`config.mk`:
```
export PLATFORM = sky130hd
export DESIGN_NAME = conv_unit
export DESIGN_NICKNAME = d
export VERILOG_FILES = /design/src/tpu_pkg.sv /design/src/conv_unit.sv
export SDC_FILE = /design/constraint.sdc
export NUM_CORES = 1
export LEC_CHECK = 0
export ABC_AREA = 1
export BUFFER_PORTS_ARGS = -buffer_cell sky130_fd_sc_hd__clkbuf_2
export CORE_MARGIN = 1
export CORE_UTILIZATION = 50
export CTS_BUF_LIST = sky130_fd_sc_hd__clkbuf_2 sky130_fd_sc_hd__clkbuf_4 sky130_fd_sc_hd__clkbuf_8
export DETAILED_ROUTE_END_ITERATION = 16
export HOLD_SLACK_MARGIN = 0.08
export PLACE_DENSITY = 0.71
export SLEW_MARGIN = 15
export SYNTH_ARGS = -nofsm -noshare
export SYNTH_HDL_FRONTEND = slang
export SYNTH_SLANG_ARGS = --single-unit
```
`constraint.sdc`:
```
create_clock -name aclk -period 5.6 [get_ports aclk]
set_input_delay 0.84 -clock aclk [delete_from_list [all_inputs] [get_ports aclk]]
set_output_delay 0.84 -clock aclk [all_outputs]
set_load 0.03 [all_outputs]
```
`src/tpu_pkg.sv`:
```
package tpu_pkg;

	// datapath sizes.
	localparam int N_CONV_UNIT = 4;
	localparam int N_KERNEL    = 4;
	localparam int B_PIXEL     = 8;
	localparam int B_ACC       = 18;
	localparam int B_RES       = 16;
	localparam int N_SLOT      = 8;
	localparam int B_SLOT      = 3;
	localparam int B_UNIT      = 2;
	localparam int PMEM_N      = 8;
	localparam int INST_W      = 64;

	// cycles from chain issue until the result bank holds the vector.
	localparam int RES_LAT  = N_CONV_UNIT + 1;
	localparam int B_FLIGHT = $clog2(N_CONV_UNIT + 3);

	// signed result range after activation.
	localparam logic signed [B_ACC-1:0] RES_MAX = B_ACC'(2 ** (B_RES - 1) - 1);
	localparam logic signed [B_ACC-1:0] RES_MIN = B_ACC'(-(2 ** (B_RES - 1)));

	localparam logic [3:0] OP_END  = 4'd0;
	localparam logic [3:0] OP_WGT  = 4'd1;
	localparam logic [3:0] OP_CONV = 4'd2;

	// AXI4-Lite register map.
	localparam int         AXI_AW       = 8;
	localparam int         AXI_DW       = 32;
	localparam logic [1:0] AXI_OKAY     = 2'b00;
	localparam logic [7:0] REG_CTRL     = 8'h00;
	localparam logic [7:0] REG_STATUS   = 8'h04;
	localparam logic [7:0] REG_RES_BASE = 8'h40;

	// controller states.
	localparam logic [1:0] ST_IDLE  = 2'd0;
	localparam logic [1:0] ST_FETCH = 2'd1;
	localparam logic [1:0] ST_HOLD  = 2'd2;
	localparam logic [1:0] ST_DRAIN = 2'd3;

	// one program word, read as a weight load or as a pixel vector.
	typedef union packed {
		struct packed {
			logic [3:0]                       opcode;
			logic [1:0]                       rsvd0;
			logic [B_UNIT-1:0]                unit;
			logic [23:0]                      rsvd1;
			logic [N_KERNEL-1:0][B_PIXEL-1:0] wgt;
		} wgt;
		struct packed {
			logic [3:0]                          opcode;
			logic [6:0]                          rsvd0;
			logic                                relu;
			logic                                rsvd1;
			logic [B_SLOT-1:0]                   slot;
			logic [15:0]                         rsvd2;
			logic [N_CONV_UNIT-1:0][B_PIXEL-1:0] pix;
		} conv;
	} tpu_inst_u;

endpackage

```
`src/conv_unit.sv`:
```
`timescale 1ns/1ns

module conv_unit import tpu_pkg::*; #(
	parameter int UNIT_IDX = 0
) (
	input  logic                                aclk,
	input  logic                                rst_i,
	input  logic                                wgt_we_i,
	input  logic [N_KERNEL-1:0][B_PIXEL-1:0]    wgt_data_i,
	input  logic                                valid_i,
	input  logic                                relu_i,
	input  logic [B_SLOT-1:0]                   slot_i,
	input  logic [N_CONV_UNIT-1:0][B_PIXEL-1:0] pix_i,
	input  logic [N_KERNEL-1:0][B_ACC-1:0]      acc_i,
	output logic                                valid_o,
	output logic                                relu_o,
	output logic [B_SLOT-1:0]                   slot_o,
	output logic [N_CONV_UNIT-1:0][B_PIXEL-1:0] pix_o,
	output logic [N_KERNEL-1:0][B_ACC-1:0]      acc_o
);

	// one signed weight per kernel for this channel.
	logic [N_KERNEL-1:0][B_PIXEL-1:0] wgt_q;

	always_ff @(posedge aclk) begin
		if (rst_i) begin
			wgt_q <= '0;
		end else if (wgt_we_i) begin
			wgt_q <= wgt_data_i;
		end
	end

	always_ff @(posedge aclk) begin
		if (rst_i) begin
			valid_o <= 1'b0;
		end else begin
			valid_o <= valid_i;
		end
	end

	// partial sums grow by this channel's products.
	always_ff @(posedge aclk) begin
		if (valid_i) begin
			relu_o <= relu_i;
			slot_o <= slot_i;
			pix_o  <= pix_i;
			for (int k = 0; k < N_KERNEL; k++) begin
				acc_o[k] <= $signed(acc_i[k])
					+ $signed(pix_i[UNIT_IDX]) * $signed(wgt_q[k]);
			end
		end
	end

endmodule

```
# Word level (Yosys, flattened, before mapping)
# Cells that the tools add are included.
# word_totals
regBits,141
latchBits,0
mem_bits_rw,0
romBits,0
out_inout_bits,109
word_cells,23
mem_count,0
# op_classes
addsub,4
multipliers,4
div_mod_pow,0
order_cmp,0
n_eq_ne,0
shifts,0
n_mux,0
bitwise_logic,0
reduce_logical,0
# ops
op,n
adder 18 x 16 -> 18 bit,4
multiplier 8 x 8 -> 16 bit,4

# Longest topological paths before layout
# Gate-level depths: netlist of the first run.
# depth
word_depth,2
depth_mapped,21

# Worst setup path before layout of the first run
# OpenSTA, ideal clock, no wires.
# synth_timing
kind,input-to-reg
startpoint,input port pix_i[7] (netlist bit)
endpoint,register acc_o[71] (netlist bit) (data pin)
setup_time_ps,253
arrival_time_ps,4806
setup_slack_ps,541
cell_stages,18
n_path_buf,1
cell_sequence,clkbuf_1 > nand2_1 > inv_1 > fa_1 > fa_1 > fa_1 > inv_1 > fa_1 > inv_1 > ha_1 > ha_1 > nand2_1 > nor2_2 > nand2_1 > a21oi_1 > nor2_1 > nand3_1 > nand2_1
# synth_between
elab_chain_cells,2
# synth_lines
item,line,source
"start, declared",conv_unit.sv:13,"input logic [N_CONV_UNIT-1:0][B_PIXEL-1:0] pix_i,"
multiplier 8 x 8 -> 16 bit,conv_unit.sv:49,+ $signed(pix_i[UNIT_IDX]) * $signed(wgt_q[k]);
adder 18 x 16 -> 18 bit,conv_unit.sv:49,
"end signal, assigned by index",conv_unit.sv:48,acc_o[k] <= $signed(acc_i[k])
"end, declared",conv_unit.sv:19,output logic [N_KERNEL-1:0][B_ACC-1:0] acc_o
# Every way passes these cells.
# A chain may end at the register's enable or synchronous reset.

# Final worst setup path of the first run
# layout_timing
startpoint,input port pix_i[6] (netlist bit)
endpoint,register acc_o[67] (netlist bit) (data pin)
# Same word-level chain as after synthesis.

==> flow_summary.yaml, run 1 <==
grt:
  antenna_found_initial: 0
  track_usage: 0.229
  grt.overflow.total: 0
  grt_max_degree: 59
  first_global_vias: 14300
  grt_pass1_wl_mm: 68.0
placed_design:
  io_buffers: 252
  postPlaceCellArea_um2: 20200
  finalWeightedCongestion: 0.861
  dp_cells: 2698
  dpl_worst_slack_ps: 133
  hpwl_mm: 33.1
sta:
  fmax_mhz: 202
  fin_skew_ps: 12.6
  fin_crit_ps: 4950
  final.setup.worst_slack_ps: 652
  finalHoldViolations: 0
  slew_headroom: 0.416
  fin_setup_tns_ps: 0
  setup_viol: 0
  worst-slew-pin-transition_ps: 877
  slew_viol_final: 0
  finalCritPeriodShare: 0.884
  rsz0062_at_grt: "false"
clock_tree:
  cts_hold_buf: 0
  clock-sinks: 141
  cts_made_buffers: 17
  tritoncts: "built"
  cts.path.max_buffers: 2
  post_cts_resized: 0
  post-cts-setup-buffers: 0
  cts_root_buf: "clkbuf_8"
  cts.clk_slew.worst_paths_ps: 90
  htree_levels: 4
  clkLatencyLatePin_ps: 510
yosys:
  synthesis.nets: 2651
  syn_inst: 2019
  yosysUniqueCellTypes: 37
  yosysWarnings: 0
  syn-cell-area_um2: 18300
  synth_top_area_share: 0.349
  syn_avg_cell_area_um2: 9.09
  ys_seq_area_frac: 0.213
  synth.area.top_cells: "fa_1 (35%), edfxtp_1 (18%), ha_1 (11%), inv_1 (11%), nand2_1 (9.7%)"
  synth.largest_area_cell: "fa_1"
  ys_ff_latch: 141
final_layout:
  layout_commonest_cell: "inv_1"
  fillers: 3087
  drive_above_1_share: 0.155
  fin_area_um2: 20600
  final_nets: 2888
  area_growth_pct: 12.4
  fin_cells: 2730
  diodes: 0
  final_cell_mix: "inv_1 (540), nand2_1 (475), fa_1 (320)"
  final-seq-area_um2: 3900
  multi_input_area_um2: 12200
critical_path:
  path_class: "input port to flop"
  crit_required_ps: 5860
  path_common_cell: "fa_1"
  crit_path_max_fanout: 18
  max_stage_delay_ps: 540
  cp_num_buf_inv: 4
  cp.arrival_ps: 5210
  r2r_setup_slack_ps: 830
  crit_path_top_delay_cell: "fa_1"
  cp_top_family: "adder cells"
  critPathLaunchType: "input port"
  critPathCaptureType: "flop"
  crit_chain: "clkbuf_2, nand2_1, fa_1, inv_1, fa_1, inv_1, fa_1, inv_1, fa_1, fa_1, ha_1, a21oi_2, o21ai_1, nand2_1, nand3_1, xor2_1"
detailed_routing:
  via_per_inst: 4.88
  drtPass1Iterations: 5
  drcViolationCount: 0
  routedWlPerCell_um: 14.7
  postRouteAntennaNets: 0
  totalWireLength_mm: 40.2
  via_count: 13300
  first_iter_violations: 663
run_status:
  run_status: "finished clean"
power:
  clock_power_share: 0.142
  p_int_mw: 3.50
  p_leak_nw: 12.0
  comb_power_share: 0.612
  swShare: 0.474
  ir_drop_mv: 0.207
  p_seq_frac: 0.246
  p_sw_mw: 3.16
  p_per_area_nw_per_um2: 323
floorplan:
  ios: 253
  core_region_area_um2: 35800
  die_h_um: 194
  fp.dieW_um: 194
  start_util: 0.512
  rows: 69
  fp.dieArea_um2: 37500
job:
  drv_cap: 0
worst_hold_path:
  min_path_type: "input port to flop"
-- worst paths after layout --
check,startpoint,endpoint,cells after the start
min,pix_i[15],pix_o[15],1
max reg2reg,wgt_q[25],acc_o[67],13
max,pix_i[6],acc_o[67],16
min reg2reg,wgt_q[6],wgt_q[6],2
-- cell type report --
class	count	area share
clock inverters	13	0.00867
flip-flops and latches	141	0.189
repair buffers	280	0.0727
multi-input cells	1275	0.590
inverters	541	0.0985
clock buffers	19	0.0127
well taps	461	0.0280
-- per-stage QoR --
step                      hold slack, ps  utilization  total power, mW
after floorplan                      602            -             4.73
after global placement               587        0.563             5.68
after detailed placement             599        0.563             5.75
after CTS                            477        0.576             6.75
after global routing                 490        0.576             7.29
final                                514        0.576             6.65
-- kinds of logic after synthesis --
family	after synthesis	synth area share
buf+inv	603	0.124
flops	141	0.213
xor+xnor	58	0.0277
compound gates	96	0.0305
fa+ha+maj	488	0.464
simple gates	633	0.142
-- synthesized netlist by cell type (all sizes together) --
master / n
a211oi: 4
a21boi: 5
a21o: 4
a21oi: 67
a31oi: 1
and2: 3
buf: 7
clkbuf: 55
clkinv: 1
dfxtp: 33
edfxtp: 108
fa: 320
ha: 168
inv: 540
nand2: 487
nand3: 63
nand3b: 3
nor2: 75
nor3b: 1
o21ai: 10
o21bai: 5
or2: 1
xnor2: 17
xor2: 41
-- power groups by stage --
stage	Sequential (mW)	Combinational (mW)	Clock [mW]
detailed placement	1.66	4.09	0
CTS	1.64	4.13	0.976
global route	1.66	4.62	1.01
floorplan	2.10	2.63	0
global placement	1.65	4.03	0
finish	1.63	4.07	0.946
-- flip-flops by register name (all words and copies together), names as in the netlist --
register / flops
acc_o: 72
pix_o: 32
wgt_q: 32
slot_o: 3
relu_o: 1
valid_o: 1
-- layer usage --
| metal | share of wire | vias to the layer above | track usage |
|---|---|---|---|
| met5 | 0 | - | 0 |
| met4 | 0.024 | 0 | 0.0809 |
| met1 | 0.42 | 6503 | 0.291 |
| li1 | - | 6408 | - |
| met2 | 0.51 | 346 | 0.400 |
| met3 | 0.044 | 56 | 0.0312 |
Power figures use the tool's default switching activity.
==> run 2: changes to the inputs <==
--- a/config.mk
+++ b/config.mk
@@ -7,12 +7,14 @@
 export LEC_CHECK = 0
 export ABC_AREA = 1
 export BUFFER_PORTS_ARGS = -buffer_cell sky130_fd_sc_hd__clkbuf_2
+export CELL_PAD_IN_SITES_DETAIL_PLACEMENT = 0
+export CELL_PAD_IN_SITES_GLOBAL_PLACEMENT = 2
 export CORE_MARGIN = 1
-export CORE_UTILIZATION = 50
+export CORE_UTILIZATION = 38
 export CTS_BUF_LIST = sky130_fd_sc_hd__clkbuf_2 sky130_fd_sc_hd__clkbuf_4 sky130_fd_sc_hd__clkbuf_8
 export DETAILED_ROUTE_END_ITERATION = 16
 export HOLD_SLACK_MARGIN = 0.08
-export PLACE_DENSITY = 0.71
+export PLACE_DENSITY_LB_ADDON = 0.1
 export SLEW_MARGIN = 15
 export SYNTH_ARGS = -nofsm -noshare
 export SYNTH_HDL_FRONTEND = slang
==> flow_summary.yaml, run 2 (synthesis results as in run 1) <==
worst_hold_path:
  min_path_type: "input port to flop"
  min_from: "slot_i[2]"
detailed_routing:
  routedWlPerCell_um: 14.9
  via_per_inst: 4.50
  drtPass1Iterations: 10
  postRouteAntennaNets: 0
  totalWireLength_mm: 43.1
  first_iter_violations: 502
  via_count: 13000
  drcViolationCount: 2
run_status:
  run_status: "complete, but fails checks"
  violations: "DRC"
grt:
  antenna_found_initial: 3
  first_global_vias: 14000
  grt_pass1_wl_mm: 72.7
  grt.overflow.total: 0
  track_usage: 0.191
  grt_max_degree: 64
sta:
  fin_setup_tns_ps: 0
  finalCritPeriodShare: 0.866
  slew_viol_final: 0
  fin_crit_ps: 4850
  final.setup.worst_slack_ps: 748
  finalHoldViolations: 0
  fmax_mhz: 206
  slew_headroom: 0.395
  setup_viol: 0
  whs_ps: 458
  rsz0062_at_grt: "false"
  worst-slew-pin-transition_ps: 908
  fin_skew_ps: 20.3
critical_path:
  cp.arrival_ps: 5170
  path_class: "input port to flop"
  critPathCaptureType: "flop"
  reg2reg_from: "wgt_q[1]"
  crit_path_top_delay_cell: "fa_1"
  crit_path_start: "pix_i[6]"
  crit_chain: "clkbuf_2, nand2_1, fa_1, inv_1, fa_1, inv_1, fa_1, inv_1, fa_1, fa_1, ha_1, a21oi_1, nand2_1, nand2_1, nand2_1, nand2_1, nand2_1, nand2_1, nand2_1"
  cp_num_buf_inv: 4
  max_stage_delay_ps: 550
  path_common_cell: "nand2_1"
  crit_path_max_fanout: 16
  critPathLaunchType: "input port"
  cp_top_family: "adder cells"
  crit_required_ps: 5920
final_layout:
  reg.largest.list: "acc_o x72, pix_o x32, wgt_q x32"
  final_nets: 2891
  layout_commonest_cell: "inv_1"
  fillers: 4894
  final_cell_mix: "inv_1 (540), nand2_1 (475), fa_1 (320)"
  drive_above_1_share: 0.156
  area_growth_pct: 13.7
  fin_area_um2: 20900
  final_core_util: 0.438
  regMostFlops: "acc_o"
  largest_register_ffs: 72
  fin_cells: 2888
placed_design:
  dp_cells: 2855
  dpl_worst_slack_ps: 156
  postPlaceCellArea_um2: 20500
  io_buffers: 252
  finalWeightedCongestion: 0.829
  hpwl_mm: 35.7
floorplan:
  start_util: 0.385
  ios: 253
  die_h_um: 222
  fp.dieW_um: 222
  fp.dieArea_um2: 49200
  core_region_area_um2: 47600
  rows: 80
power:
  ir_drop_mv: 0.238
  total_power_mw: 6.68
  p_per_area_nw_per_um2: 320
  p_leak_nw: 12.0
clock_tree:
  cts.path.max_buffers: 2
  clkLatencyLatePin_ps: 560
  post_cts_resized: 0
  cts_made_buffers: 17
  tritoncts: "built"
  cts_hold_buf: 0
  cts.clk_slew.worst_paths_ps: 90
  post-cts-setup-buffers: 0
  cts_root_buf: "clkbuf_8"
  clock-sinks: 141
  htree_levels: 4
job:
  drv_cap: 0
==> run 2: cell count changes in the layout (fill, tap and decap cells not counted), moves of 2 or more <==
| cell | change |
|---|---|
| buf_12 | +4 |
| bufinv_16 | -2 |
| inv_8 | +4 |
| clkinv_4 | -3 |
| clkbuf_8 | -2 |
==> run 2: path summary, 6_finish.rpt <==
| kind | slack, ps | cells past startpoint | endpoint |
|---|---|---|---|
| setup / recovery | 750 | 19 | acc_o[14] |
| hold reg to reg | 620 | 2 | wgt_q[14] |
| setup reg to reg | 900 | 14 | acc_o[17] |
| hold / removal | 460 | 1 | slot_o[2] |
==> run 2: worst register-to-register path, stage by stage, from the launching register on <==
cell	delay [ps]
dfxtp_1	570
nand2_1	90
inv_1	380
fa_1	530
fa_1	500
fa_1	560
fa_1	440
ha_1	300
ha_1	350
a21oi_1	280
nand3_2	140
nand2_1	100
nand3_2	80
nand3_1	100
nand2_1	50
==> run 2: routing by layer <==
metal,part of all wire,up-vias,track usage
met4,0.018,4,0.0585
met5,0.00051,-,0
met3,0.037,41,0.0338
met1,0.46,6303,0.250
met2,0.48,224,0.321
li1,-,6413,-
==> run 2: layout make-up <==
class | count | area, µm² | area share
clock buffers | 17 | 234 | 0.0112
diodes | 1 | 2.50 | 0.000120
well taps | 615 | 769 | 0.0369
flip-flops and latches | 141 | 3900 | 0.187
clock inverters | 15 | 168 | 0.00804
repair buffers | 283 | 1570 | 0.0754
inverters | 541 | 2030 | 0.0974
multi-input cells | 1275 | 12200 | 0.584
==> run 2: power by group <==
part           total [mW]  switching [mW]  internal (mW)
Combinational        4.12            2.61           1.51
Sequential           1.63           0.102           1.53
Clock               0.925           0.550          0.375
