==> src/tpu_pkg.sv <==
package tpu_pkg;

	// datapath sizes.
	localparam int N_CONV_UNIT = 4;
	localparam int N_KERNEL    = 4;
	localparam int B_PIXEL     = 8;
	localparam int B_ACC       = 18;
	localparam int B_RES       = 16;
	localparam int N_SLOT      = 8;
	localparam int B_SLOT      = 3;
	localparam int B_UNIT      = 2;
	localparam int PMEM_N      = 8;
	localparam int INST_W      = 64;

	// cycles from chain issue until the result bank holds the vector.
	localparam int RES_LAT  = N_CONV_UNIT + 1;
	localparam int B_FLIGHT = $clog2(N_CONV_UNIT + 3);

	// signed result range after activation.
	localparam logic signed [B_ACC-1:0] RES_MAX = B_ACC'(2 ** (B_RES - 1) - 1);
	localparam logic signed [B_ACC-1:0] RES_MIN = B_ACC'(-(2 ** (B_RES - 1)));

	localparam logic [3:0] OP_END  = 4'd0;
	localparam logic [3:0] OP_WGT  = 4'd1;
	localparam logic [3:0] OP_CONV = 4'd2;

	// AXI4-Lite register map.
	localparam int         AXI_AW       = 8;
	localparam int         AXI_DW       = 32;
	localparam logic [1:0] AXI_OKAY     = 2'b00;
	localparam logic [7:0] REG_CTRL     = 8'h00;
	localparam logic [7:0] REG_STATUS   = 8'h04;
	localparam logic [7:0] REG_RES_BASE = 8'h40;

	// controller states.
	localparam logic [1:0] ST_IDLE  = 2'd0;
	localparam logic [1:0] ST_FETCH = 2'd1;
	localparam logic [1:0] ST_HOLD  = 2'd2;
	localparam logic [1:0] ST_DRAIN = 2'd3;

	// one program word, read as a weight load or as a pixel vector.
	typedef union packed {
		struct packed {
			logic [3:0]                       opcode;
			logic [1:0]                       rsvd0;
			logic [B_UNIT-1:0]                unit;
			logic [23:0]                      rsvd1;
			logic [N_KERNEL-1:0][B_PIXEL-1:0] wgt;
		} wgt;
		struct packed {
			logic [3:0]                          opcode;
			logic [6:0]                          rsvd0;
			logic                                relu;
			logic                                rsvd1;
			logic [B_SLOT-1:0]                   slot;
			logic [15:0]                         rsvd2;
			logic [N_CONV_UNIT-1:0][B_PIXEL-1:0] pix;
		} conv;
	} tpu_inst_u;

endpackage

==> src/tpu_ctrl.sv <==
`timescale 1ns/1ns

module tpu_ctrl import tpu_pkg::*; (
	input  logic                                aclk,
	input  logic                                rst_i,
	input  logic                                start_i,
	output logic                                busy_o,
	output logic                                done_o,
	output logic [PMEM_N-1:0]                   pmem_addr_o,
	input  logic [INST_W-1:0]                   pmem_do_i,
	output logic [N_CONV_UNIT-1:0]              wgt_we_o,
	output logic [N_KERNEL-1:0][B_PIXEL-1:0]    wgt_data_o,
	output logic                                conv_valid_o,
	output logic                                conv_relu_o,
	output logic [B_SLOT-1:0]                   conv_slot_o,
	output logic [N_CONV_UNIT-1:0][B_PIXEL-1:0] conv_pix_o
);

	logic [1:0]          state;
	logic [PMEM_N-1:0]   pc;
	logic                fetch_vld;
	logic [B_UNIT-1:0]   wgt_unit;
	logic [B_FLIGHT-1:0] flight_cnt;
	logic [RES_LAT-1:0]  flight_pipe;
	tpu_inst_u           inst;
	logic                dec_vld;
	logic                issue_conv;
	logic                stop_fetch;
	logic                wgt_go;
	logic                retire;

	assign inst       = pmem_do_i;
	assign dec_vld    = (state == ST_FETCH) && fetch_vld;
	assign issue_conv = dec_vld && (inst.conv.opcode == OP_CONV);
	assign stop_fetch = dec_vld && (inst.wgt.opcode == OP_WGT || inst.wgt.opcode == OP_END);
	assign wgt_go     = (state == ST_HOLD) && (flight_cnt == '0);
	assign retire     = flight_pipe[RES_LAT-1];

	assign pmem_addr_o = pc;
	assign busy_o      = (state != ST_IDLE);
	assign wgt_we_o    = wgt_go ? (N_CONV_UNIT'(1) << wgt_unit) : '0;

	// a vector counts until the result bank has taken it.
	always_ff @(posedge aclk) begin
		if (rst_i) begin
			flight_cnt  <= '0;
			flight_pipe <= '0;
		end else begin
			flight_pipe <= {flight_pipe[RES_LAT-2:0], conv_valid_o};
			if (issue_conv && !retire) begin
				flight_cnt <= flight_cnt + 1'b1;
			end else if (retire && !issue_conv) begin
				flight_cnt <= flight_cnt - 1'b1;
			end
		end
	end

	always_ff @(posedge aclk) begin
		if (rst_i) begin
			state        <= ST_IDLE;
			pc           <= '0;
			fetch_vld    <= 1'b0;
			done_o       <= 1'b0;
			conv_valid_o <= 1'b0;
		end else begin
			conv_valid_o <= issue_conv;
			case (state)
				ST_IDLE: begin
					if (start_i) begin
						state     <= ST_FETCH;
						pc        <= '0;
						fetch_vld <= 1'b0;
						done_o    <= 1'b0;
					end
				end
				ST_FETCH: begin
					// on a stop the word read behind it is dropped and fetched again.
					fetch_vld <= !stop_fetch;
					if (!stop_fetch) begin
						pc <= pc + 1'b1;
					end else begin
						state <= (inst.wgt.opcode == OP_WGT) ? ST_HOLD : ST_DRAIN;
					end
				end
				ST_HOLD: begin
					if (wgt_go) begin
						state <= ST_FETCH;
					end
				end
				default: begin
					if (flight_cnt == '0) begin
						state  <= ST_IDLE;
						done_o <= 1'b1;
					end
				end
			endcase
		end
	end

	always_ff @(posedge aclk) begin
		if (issue_conv) begin
			conv_relu_o <= inst.conv.relu;
			conv_slot_o <= inst.conv.slot;
			conv_pix_o  <= inst.conv.pix;
		end
		if (dec_vld && inst.wgt.opcode == OP_WGT) begin
			wgt_unit   <= inst.wgt.unit;
			wgt_data_o <= inst.wgt.wgt;
		end
	end

	// weights change only on one unit, and only with the chain empty.
	a_wgt_quiet: assert property (@(posedge aclk) disable iff (rst_i)
		wgt_we_o != '0 |-> $onehot(wgt_we_o) && !conv_valid_o && flight_pipe == '0);

endmodule

==> config.mk <==
export PLATFORM = sky130hd
export DESIGN_NAME = tpu_ctrl
export DESIGN_NICKNAME = d
export VERILOG_FILES = /design/src/tpu_pkg.sv /design/src/tpu_ctrl.sv
export SDC_FILE = /design/constraint.sdc
export NUM_CORES = 1
export LEC_CHECK = 0
export BUFFER_PORTS_ARGS = -buffer_cell sky130_fd_sc_hd__buf_2
export CAP_MARGIN = 20
export CORE_ASPECT_RATIO = 0.9
export CORE_MARGIN = 3
export CORE_UTILIZATION = 40
export CTS_CLUSTER_SIZE = 24
export DETAILED_ROUTE_END_ITERATION = 8
export PLACE_DENSITY = 0.7
export SYNTH_ARGS = -nofsm -noshare
export SYNTH_HDL_FRONTEND = slang
export SYNTH_SLANG_ARGS = --single-unit
==> constraint.sdc <==
create_clock -name aclk -period 11.01 [get_ports aclk]
set_input_delay 0 -clock aclk [delete_from_list [all_inputs] [get_ports aclk]]
set_output_delay 0 -clock aclk [all_outputs]
set_load 0.02 [all_outputs]
## Word level (Yosys, flattened, before mapping)

Index checks and enable logic that the tools add are counted.

- Memories kept: 0
- Bits in writable memories: 0
- Latch bits: 0
- Output and inout bits: 83
- Bits in read-only memories: 0
- Bits of input ports: 67
- Bits in registers: 91
- Word-level logic and storage cells: 71

- Add/subtract/negate cells: 3
- Equality and inequality tests: 8
- Bitwise logic cells: 1
- Shifts and indexed selects: 1
- Magnitude comparators: 0
- Muxes and demuxes: 16
- Divide/modulo/power cells: 0
- $mul: 0
- Reductions and logical operators: 24

Operators with widths:

| cell | count |
|---|---|
| 2-to-1 mux 8 bit | 2 |
| one-hot mux 8 bit (2 select lines) | 1 |
| adder 8 x 1 -> 8 bit (second input constant) | 1 |
| 2-to-1 mux 2 bit | 4 |
| inequality test 2 bit (second input constant) | 4 |
| nonzero test 2 bit | 4 |
| logical AND 1 bit | 7 |
| 2-to-1 mux 3 bit | 2 |
| one-hot mux 2 bit (3 select lines) | 1 |
| AND reduction 3 bit | 2 |
| equality test 4 x 1 -> 1 bit (second input constant) | 1 |
| equality test 4 x 2 -> 1 bit (second input constant) | 1 |
| zero test 4 bit | 1 |
| 2-to-1 mux 4 bit | 1 |
| one-hot mux 1 bit (2 select lines) | 2 |
| AND reduction 4 bit | 1 |
| nonzero test 4 bit | 1 |
| left shift 1 x 2 -> 4 bit (first input constant) | 1 |
| adder 3 x 1 -> 3 bit (second input constant) | 1 |
| zero test 1 bit | 3 |
| zero test 3 bit | 1 |
| 2-to-1 mux 1 bit | 3 |
| subtractor 3 x 1 -> 3 bit (second input constant) | 1 |
| equality test 2 x 1 -> 1 bit (second input constant) | 1 |
| 6 further kinds | 6 |

## Longest topological paths before layout

Gate-level depths: netlist of run 1.

- Word-level depth: 7
- Mapped depth: 10
- Mapped depth without buffers: 10

## Worst setup path after synthesis of run 1

OpenSTA, ideal clock, no wires.

- Kind: reg-to-reg
- From: register state[1]
- To: register flight_cnt[2]
- Arrival: 5.128 ns
- Period minus slack after synthesis: 5.197 ns
- Stages on the path, launching flop included: 11
- Data required time: 10.940 ns
- Library setup time: 0.070 ns
- Setup slack: 5.813 ns
- Path buffers: 0
- Path through: dfxtp_1 > inv_1 > ha_1 > nand4bb_1 > nor3b_1 > ha_1 > inv_1 > fa_1 > xor2_1 > or3_1 > a21oi_1

- Longest elaborated chain between the ends: 6
- Elaborated cells on any way between the ends: 8
- Classes of those cells: eq/ne (1); mux (1); reduce/logical (6)

Ends and longest elaborated chain:

| item | RTL line | RTL |
|---|---|---|
| start, declared | tpu_ctrl.sv:19 | `logic [1:0] state;` |
| start signal, assigned | tpu_ctrl.sv:82 | `state <= (inst.wgt.opcode == OP_WGT) ? ST_HOLD : ST_DRAIN;` |
| equality test 2 x 1 -> 1 bit (*) | tpu_ctrl.sv:33 | `assign dec_vld = (state == ST_FETCH) && fetch_vld;` |
| logical AND 1 bit (*) | tpu_ctrl.sv:33 |  |
| logical AND 1 bit (*) | tpu_ctrl.sv:34 | `assign issue_conv = dec_vld && (inst.conv.opcode == OP_CONV);` |
| via issue_conv | tpu_ctrl.sv:27 | `logic issue_conv;` |
| zero test 1 bit | tpu_ctrl.sv:52 | `end else if (retire && !issue_conv) begin` |
| logical AND 1 bit | tpu_ctrl.sv:52 |  |
| nonzero test 2 bit (no source line) | n/a |  |
| end signal, assigned | tpu_ctrl.sv:51 | `flight_cnt <= flight_cnt + 1'b1;` |
| end signal, assigned | tpu_ctrl.sv:53 | `flight_cnt <= flight_cnt - 1'b1;` |
| end, declared | tpu_ctrl.sv:23 | `logic [B_FLIGHT-1:0] flight_cnt;` |

The timed path passes the listed nets; every way through them passes the cells marked *.
A chain may end at the register's enable or synchronous reset.

## Worst setup path after layout of run 1

Ends and elaborated chain as after synthesis.

==> results of run 1 <==
## final timing paths
path,end,slack (ns),cells past startpoint
worst max register to register,flight_cnt[2]$_SDFFE_PP0P_,8.03,11
worst max-delay path,flight_cnt[2]$_SDFFE_PP0P_,8.03,11
worst min register to register,flight_pipe[4]$_SDFF_PP0_,0.44,1
worst min-delay path,done_o$_SDFFE_PP0P_,0.04,4
## power groups by stage
| stage | Combinational [uW] | Clock (uW) | Sequential, uW |
|---|---|---|---|
| floorplan | 64.7 | 0 | 396 |
| global placement | 92.6 | 0 | 391 |
| detailed placement | 96.0 | 0 | 392 |
| CTS | 107 | 264 | 384 |
| global route | 121 | 275 | 385 |
| finish | 106 | 254 | 384 |
## cell families after synthesis
family | after synthesis | synth area share, %
DFF | 91 | 79.4
and+or+nand+nor | 47 | 8.35
AOI/OAI and AO/OA | 27 | 5.51
buffers and inverters | 13 | 1.89
adders and majority gates | 8 | 3.39
muxes | 3 | 0.945
xor gates and xnor gates | 2 | 0.551
## state kept, by name, summed over array words and instances (netlist names), 2 cells and up
register and cells:
pmem_addr_o 8, wgt_unit 2, wgt_data_o 32, conv_slot_o 3, conv_pix_o 32, flight_pipe 5, flight_cnt 3, state 2
## synth_stat cells, types with 3 or more instances
library cell  instances  area share [%]
mux2i_1               3            0.94
nor3b_1               4            0.94
edfxtp_1             70              66
dfxtp_1              21              13
nand2_1               5            0.59
a211oi_1              4            0.94
a21oi_1               9             1.4
nand3_1               7             1.1
clkbuf_1              4            0.47
ha_1                  7             2.8
nor2_1               11             1.3
o21ai_0               4            0.63
inv_1                 7            0.83
nor2b_1               6             1.2
## tightest hold or removal path: stages
cell and delay [ns]:
buf_2 0.09, inv_1 0.04, o21ai_0 0.15, a21oi_1 0.06
## cell type report
| type | instances | share of cell area [%] |
|---|---|---|
| Timing Repair Buffer | 167 | 22.7 |
| Tap cell | 96 | 2.65 |
| Clock inverter | 7 | 2.32 |
| Multi-Input combinational cell | 87 | 13.4 |
| Clock buffer | 9 | 2.73 |
| Inverter | 7 | 0.579 |
| Sequential cell | 91 | 55.6 |
## layer usage
layer  track usage, %  vias to the layer above
met3             4.79                       15
met4             7.62                        0
met2             29.6                       82
li1                 -                     1064
met1             18.2                     1097
met5                0                        -
## through the flow
step,setup slack [ns],total power [uW],area [um^2],std cells,hold slack (ns)
finish,8.03,744,4530,464,0.0447
global route,7.78,781,4530,464,0.0555
CTS,8.00,755,4530,464,0.0231
detailed placement,8.02,488,3930,410,0.178
global placement,8.08,484,3930,410,0.176
floorplan,5.81,460,3180,191,0.0716
## cells in the final DEF, fill, tap and decap left out, drive strengths merged, types with 2 or more instances in the layout
cell type / instances
mux2i: 3
a211oi: 4
nor2b: 6
nand3: 7
or4b: 2
a41oi: 2
buf: 129
edfxtp: 70
nor2: 11
nor3: 2
dlygate4sd3: 38
or3: 2
nand2: 5
and3: 3
o21ai: 4
ha: 7
nor3b: 4
bufinv: 2
clkbuf: 9
a21oi: 9
xor2: 2
a31oi: 2
dfxtp: 21
inv: 11
## repair_timing
item | in CTS | in global routing
setup buffers | 0 | 0
hold buffers | 38 | 0
setup endpoints to repair | 0 | 0
hold endpoints to repair | 70 | 0
==> impl_metrics.env, run 1 <==
export IMPL_io_buffer_count=127
export IMPL_synth_edf_count=70
export IMPL_cts_tree="done"
export IMPL_die_area_mm2=0.00905
export IMPL_syn_nets=266
export IMPL_max_slew_margin_rel_pct=53.7
export IMPL_layout_nets=438
export IMPL_critPathKind="flop to flop"
export IMPL_hpwl_um=4870
export IMPL_crit_fanout=38
export IMPL_firstDrtPassIters=4
export IMPL_crit_start="state[1]$_SDFFE_PP0P_"
export IMPL_sw_frac_of_total_pct=25.5
export IMPL_vdd_ir_drop_max_mv=0.0972
export IMPL_max_stage_delay_ns=0.45
export IMPL_powerDensity_mw_per_mm2=164
export IMPL_cp_arrival_ns=3.26
export IMPL_drive_above_1_share_pct=41.0
export IMPL_rsz0062_at_grt="false"
export IMPL_wl_met3_um=397
export IMPL_finalSetupTns_ns=0
export IMPL_grt_pass1_wl_um=11500
export IMPL_drtIter0Drc=114
export IMPL_wl_met1_um=2730
export IMPL_h_tree_depth=3
export IMPL_clock_skew_ns=0.0111
export IMPL_antenna_cells=0
export IMPL_place_gp_congestion=0.773
export IMPL_cp_top_family="adder cells"
export IMPL_std_cell_rows=30
export IMPL_syn_to_final_growth_pct=42.7
export IMPL_clk_insertion_delay_late_ns=0.35
export IMPL_die_x_um=100
export IMPL_post_route_drc_count=0
export IMPL_clock_sinks=91
export IMPL_fp_dieH_um=90.6
export IMPL_wl_um=7280
export IMPL_hold_class="primary input to flop"
export IMPL_cp_start_kind="flop"
export IMPL_wl_per_cell_um=15.7
export IMPL_intPower_uw=554
export IMPL_endpoint_kind="flop"
export IMPL_cp_slowest_cell="buf_4"
export IMPL_setup_viol=0
export IMPL_holdCritStartpoint="start_i"
export IMPL_min_period_ns=2.98
export IMPL_antenna_left=0
export IMPL_coreArea_mm2=0.00762
export IMPL_highest_layer="met4"
export IMPL_cts_buffers=9
export IMPL_maxCapViolations=0
export IMPL_grt_max_degree=39
export IMPL_cp_required_ns=11.29
export IMPL_fin_crit_sh_pct=27.0
export IMPL_max_clock_path_buffers=2
export IMPL_crit_chain="inv_1 -> ha_1 -> nand4bb_1 -> nor3b_2 -> buf_4 -> ha_1 -> inv_1 -> fa_1 -> xor2_1 -> or3_1 -> a21oi_1"
export IMPL_met2_length_um=3960
export IMPL_nFillCells=623
export IMPL_cts_root_buf="clkbuf_8"
export IMPL_seq_area_frac_synth_pct=79.4
export IMPL_finalHoldViolCount=0
export IMPL_synth_cell_types=38
export IMPL_grt_total_usage_pct=16.7
export IMPL_r2r_start="state[1]$_SDFFE_PP0P_"
export IMPL_final_util_pct=59.5
export IMPL_clkPwrFrac_pct=34.1
export IMPL_p_switching_uw=190
export IMPL_start_util_pct=41.7
export IMPL_avgViaCountPerCell=4.87
export IMPL_synth_ff_type="edfxtp_1"
export IMPL_fmax_mhz=336
export IMPL_syn_cell_area_mm2=0.00318
export IMPL_p_seq_share_pct=51.6
export IMPL_grt_overflow=0
export IMPL_syn_inst=191
export IMPL_ios=150
export IMPL_clk_pin_slew_ns=0.09
export IMPL_leakage_uw=0.00183
export IMPL_register_area_mm2=0.00252
export IMPL_antenna_found_initial=0
export IMPL_synth_warning_count=0
export IMPL_tightest_slew_ns=0.694
export IMPL_outcome="finished clean"
export IMPL_synth_ff_latch_count=91
export IMPL_dr_total_vias=2258
export IMPL_pwr_share_comb_pct=14.3
export IMPL_path_buf_inv=3
export IMPL_postCtsResizedCells=0
export IMPL_synth_avg_cell_area_um2=16.6
export IMPL_grt_pass1_vias=2351
export IMPL_final_max_slew_viol_count=0
export IMPL_synthArstFlopShare_pct=0
export IMPL_multi_input_area_um2=606
Note: power is estimated with default switching activity, not from simulation.
==> inputs of run 2 (changes only) <==
Clock period 11.01 ns to 2.99 ns, I/O delays scaled along.
==> run 2 against run 1 <==
Via count fell by 3.0%. Combinational power rose to 3.8 times the previous value. Critical endpoint unchanged. Critical path type unchanged. Sequential share of layout area fell by 0.26 points.
==> impl_metrics.env, run 2 (synthesis results as in run 1) <==
export IMPL_max_stage_delay_ns=0.38
export IMPL_antenna_cells=0
export IMPL_cts_tree="done"
export IMPL_fp_dieH_um=90.6
export IMPL_finalHoldViolCount=0
export IMPL_std_cell_rows=30
export IMPL_outcome="finished clean"
export IMPL_clock_sinks=91
export IMPL_maxCapViolations=0
export IMPL_cp_arrival_ns=2.67
export IMPL_finalSetupTns_ns=0
export IMPL_cp_start_kind="flop"
export IMPL_max_slew_margin_rel_pct=51.9
export IMPL_final_max_slew_viol_count=0
export IMPL_pwr_share_comb_pct=14.9
export IMPL_max_clock_path_buffers=2
export IMPL_sw_frac_of_total_pct=26.8
export IMPL_whs_ns=0.0459
export IMPL_antenna_found_initial=0
export IMPL_die_x_um=100
export IMPL_grt_total_usage_pct=16.0
export IMPL_cts_buffers=9
export IMPL_dr_total_vias=2190
export IMPL_final_cell_mix="127 x buf_2, 70 x edfxtp_1, 38 x dlygate4sd3_1, 21 x dfxtp_1, 11 x nor2_1"
export IMPL_p_switching_uw=720
export IMPL_io_buffer_count=127
export IMPL_rsz0062_at_grt="false"
export IMPL_place_gp_congestion=0.717
export IMPL_wl_um=7120
export IMPL_setup_viol=0
export IMPL_drtIter0Drc=129
export IMPL_placedCellCount=410
export IMPL_clk_pin_slew_ns=0.09
export IMPL_cp_required_ns=3.27
export IMPL_avgViaCountPerCell=4.72
export IMPL_fmax_mhz=420
export IMPL_intPower_uw=1970
export IMPL_wl_per_cell_um=15.3
export IMPL_crit_fanout=6
export IMPL_post_cts_setup_buffers=0
export IMPL_endpoint_kind="flop"
export IMPL_vdd_ir_drop_max_mv=0.345
export IMPL_grt_pass1_vias=2246
export IMPL_hold_class="primary input to flop"
export IMPL_grt_overflow=0
export IMPL_h_tree_depth=3
export IMPL_hpwl_um=4660
export IMPL_powerDensity_mw_per_mm2=590
export IMPL_final_util_pct=59.8
export IMPL_nFillCells=619
export IMPL_die_area_mm2=0.00905
export IMPL_leakage_uw=0.00184
export IMPL_antenna_left=0
export IMPL_clk_insertion_delay_late_ns=0.36
export IMPL_critPathKind="flop to flop"
export IMPL_crit_chain="inv_1 -> ha_2 -> nand4bb_4 -> nor3b_4 -> ha_2 -> inv_1 -> fa_1 -> xor2_1 -> or3_1 -> a21oi_1"
export IMPL_drive_above_1_share_pct=41.8
export IMPL_layout_nets=438
export IMPL_grt_max_degree=38
export IMPL_tightest_slew_ns=0.721
export IMPL_register_area_mm2=0.00252
export IMPL_cts_root_buf="clkbuf_8"
export IMPL_fin_crit_sh_pct=79.7
export IMPL_clock_skew_ns=0.0116
export IMPL_multi_input_area_um2=639
export IMPL_ios=150
export IMPL_p_seq_share_pct=52.7
export IMPL_layoutNonFillerInstCount=464
export IMPL_syn_to_final_growth_pct=43.3
export IMPL_cp_slowest_cell="fa_1"
export IMPL_coreArea_mm2=0.00762
export IMPL_start_util_pct=41.7
export IMPL_firstDrtPassIters=5
export IMPL_grt_pass1_wl_um=11100
export IMPL_min_period_ns=2.38
export IMPL_post_route_drc_count=0
export IMPL_final_common_cell="buf_2"
export IMPL_clkPwrFrac_pct=32.4
==> run 2: cell types whose count changed in the layout (fill, tap and decap cells not counted), sizes merged <==
cell	delta
inv	-1
bufinv	-1
clkinv	+2
==> run 2: worst max-delay path: cells and delay by family (launching register included) <==
kind,cells,cell delay [ns]
buffers and inverters,2,0.16
XOR/XNOR,1,0.16
AO/OA/AOI/OAI,1,0.13
adder cells (fa/ha/maj),3,0.85
AND/OR/NAND/NOR,3,0.67
flip-flops,1,0.35
==> run 2: per-layer routing <==
metal / share of wire [%] / vias up / track usage [%]
met4: 2.4 / 0 / 6.71
li1: - / 1066 / -
met2: 54 / 77 / 28.9
met1: 38 / 1034 / 17.0
met5: 0 / - / 0
met3: 5.9 / 13 / 4.86
==> run 2: what timing repair did <==
| item | CTS | global route |
|---|---|---|
| hold endpoints to repair | 70 | 0 |
| gates resized for setup | 0 | 0 |
| hold buffers | 38 | 0 |
==> run 2: layout make-up <==
type / count / area share [%]
Timing Repair Buffer: 167 / 22.6
Multi-Input combinational cell: 87 / 14.0
Clock inverter: 7 / 2.03
Sequential cell: 91 / 55.4
Tap cell: 96 / 2.64
Clock buffer: 9 / 2.72
Inverter: 7 / 0.577
==> run 2: power by group through the flow <==
stage	Combinational, uW	Clock, uW	Sequential (uW)
floorplan	247	0	1460
detailed placement	360	0	1440
global route	453	954	1420
finish	402	870	1420
global placement	355	0	1440
CTS	403	903	1420
==> run 2: final timing paths <==
check                                                from  cells past startpoint  slack (ns)                          to
worst max-delay path                state[1]$_SDFFE_PP0P_                     10        0.61  flight_cnt[2]$_SDFFE_PP0P_
worst min register to register  flight_pipe[2]$_SDFF_PP0_                      1        0.44   flight_pipe[3]$_SDFF_PP0_
worst max register to register      state[1]$_SDFFE_PP0P_                     10        0.61  flight_cnt[2]$_SDFFE_PP0P_
worst min-delay path                              start_i                      4        0.05         done_o$_SDFFE_PP0P_
==> run 2: per-stage QoR <==
stage / area [um^2] / worst slack [ns] / total power (uW)
after floorplan: 3220 / -0.260 / 1700
after global placement: 3960 / 0.676 / 1800
after detailed placement: 3960 / 0.610 / 1810
after CTS: 4560 / 0.584 / 2720
after global routing: 4560 / 0.457 / 2830
final: 4560 / 0.608 / 2690
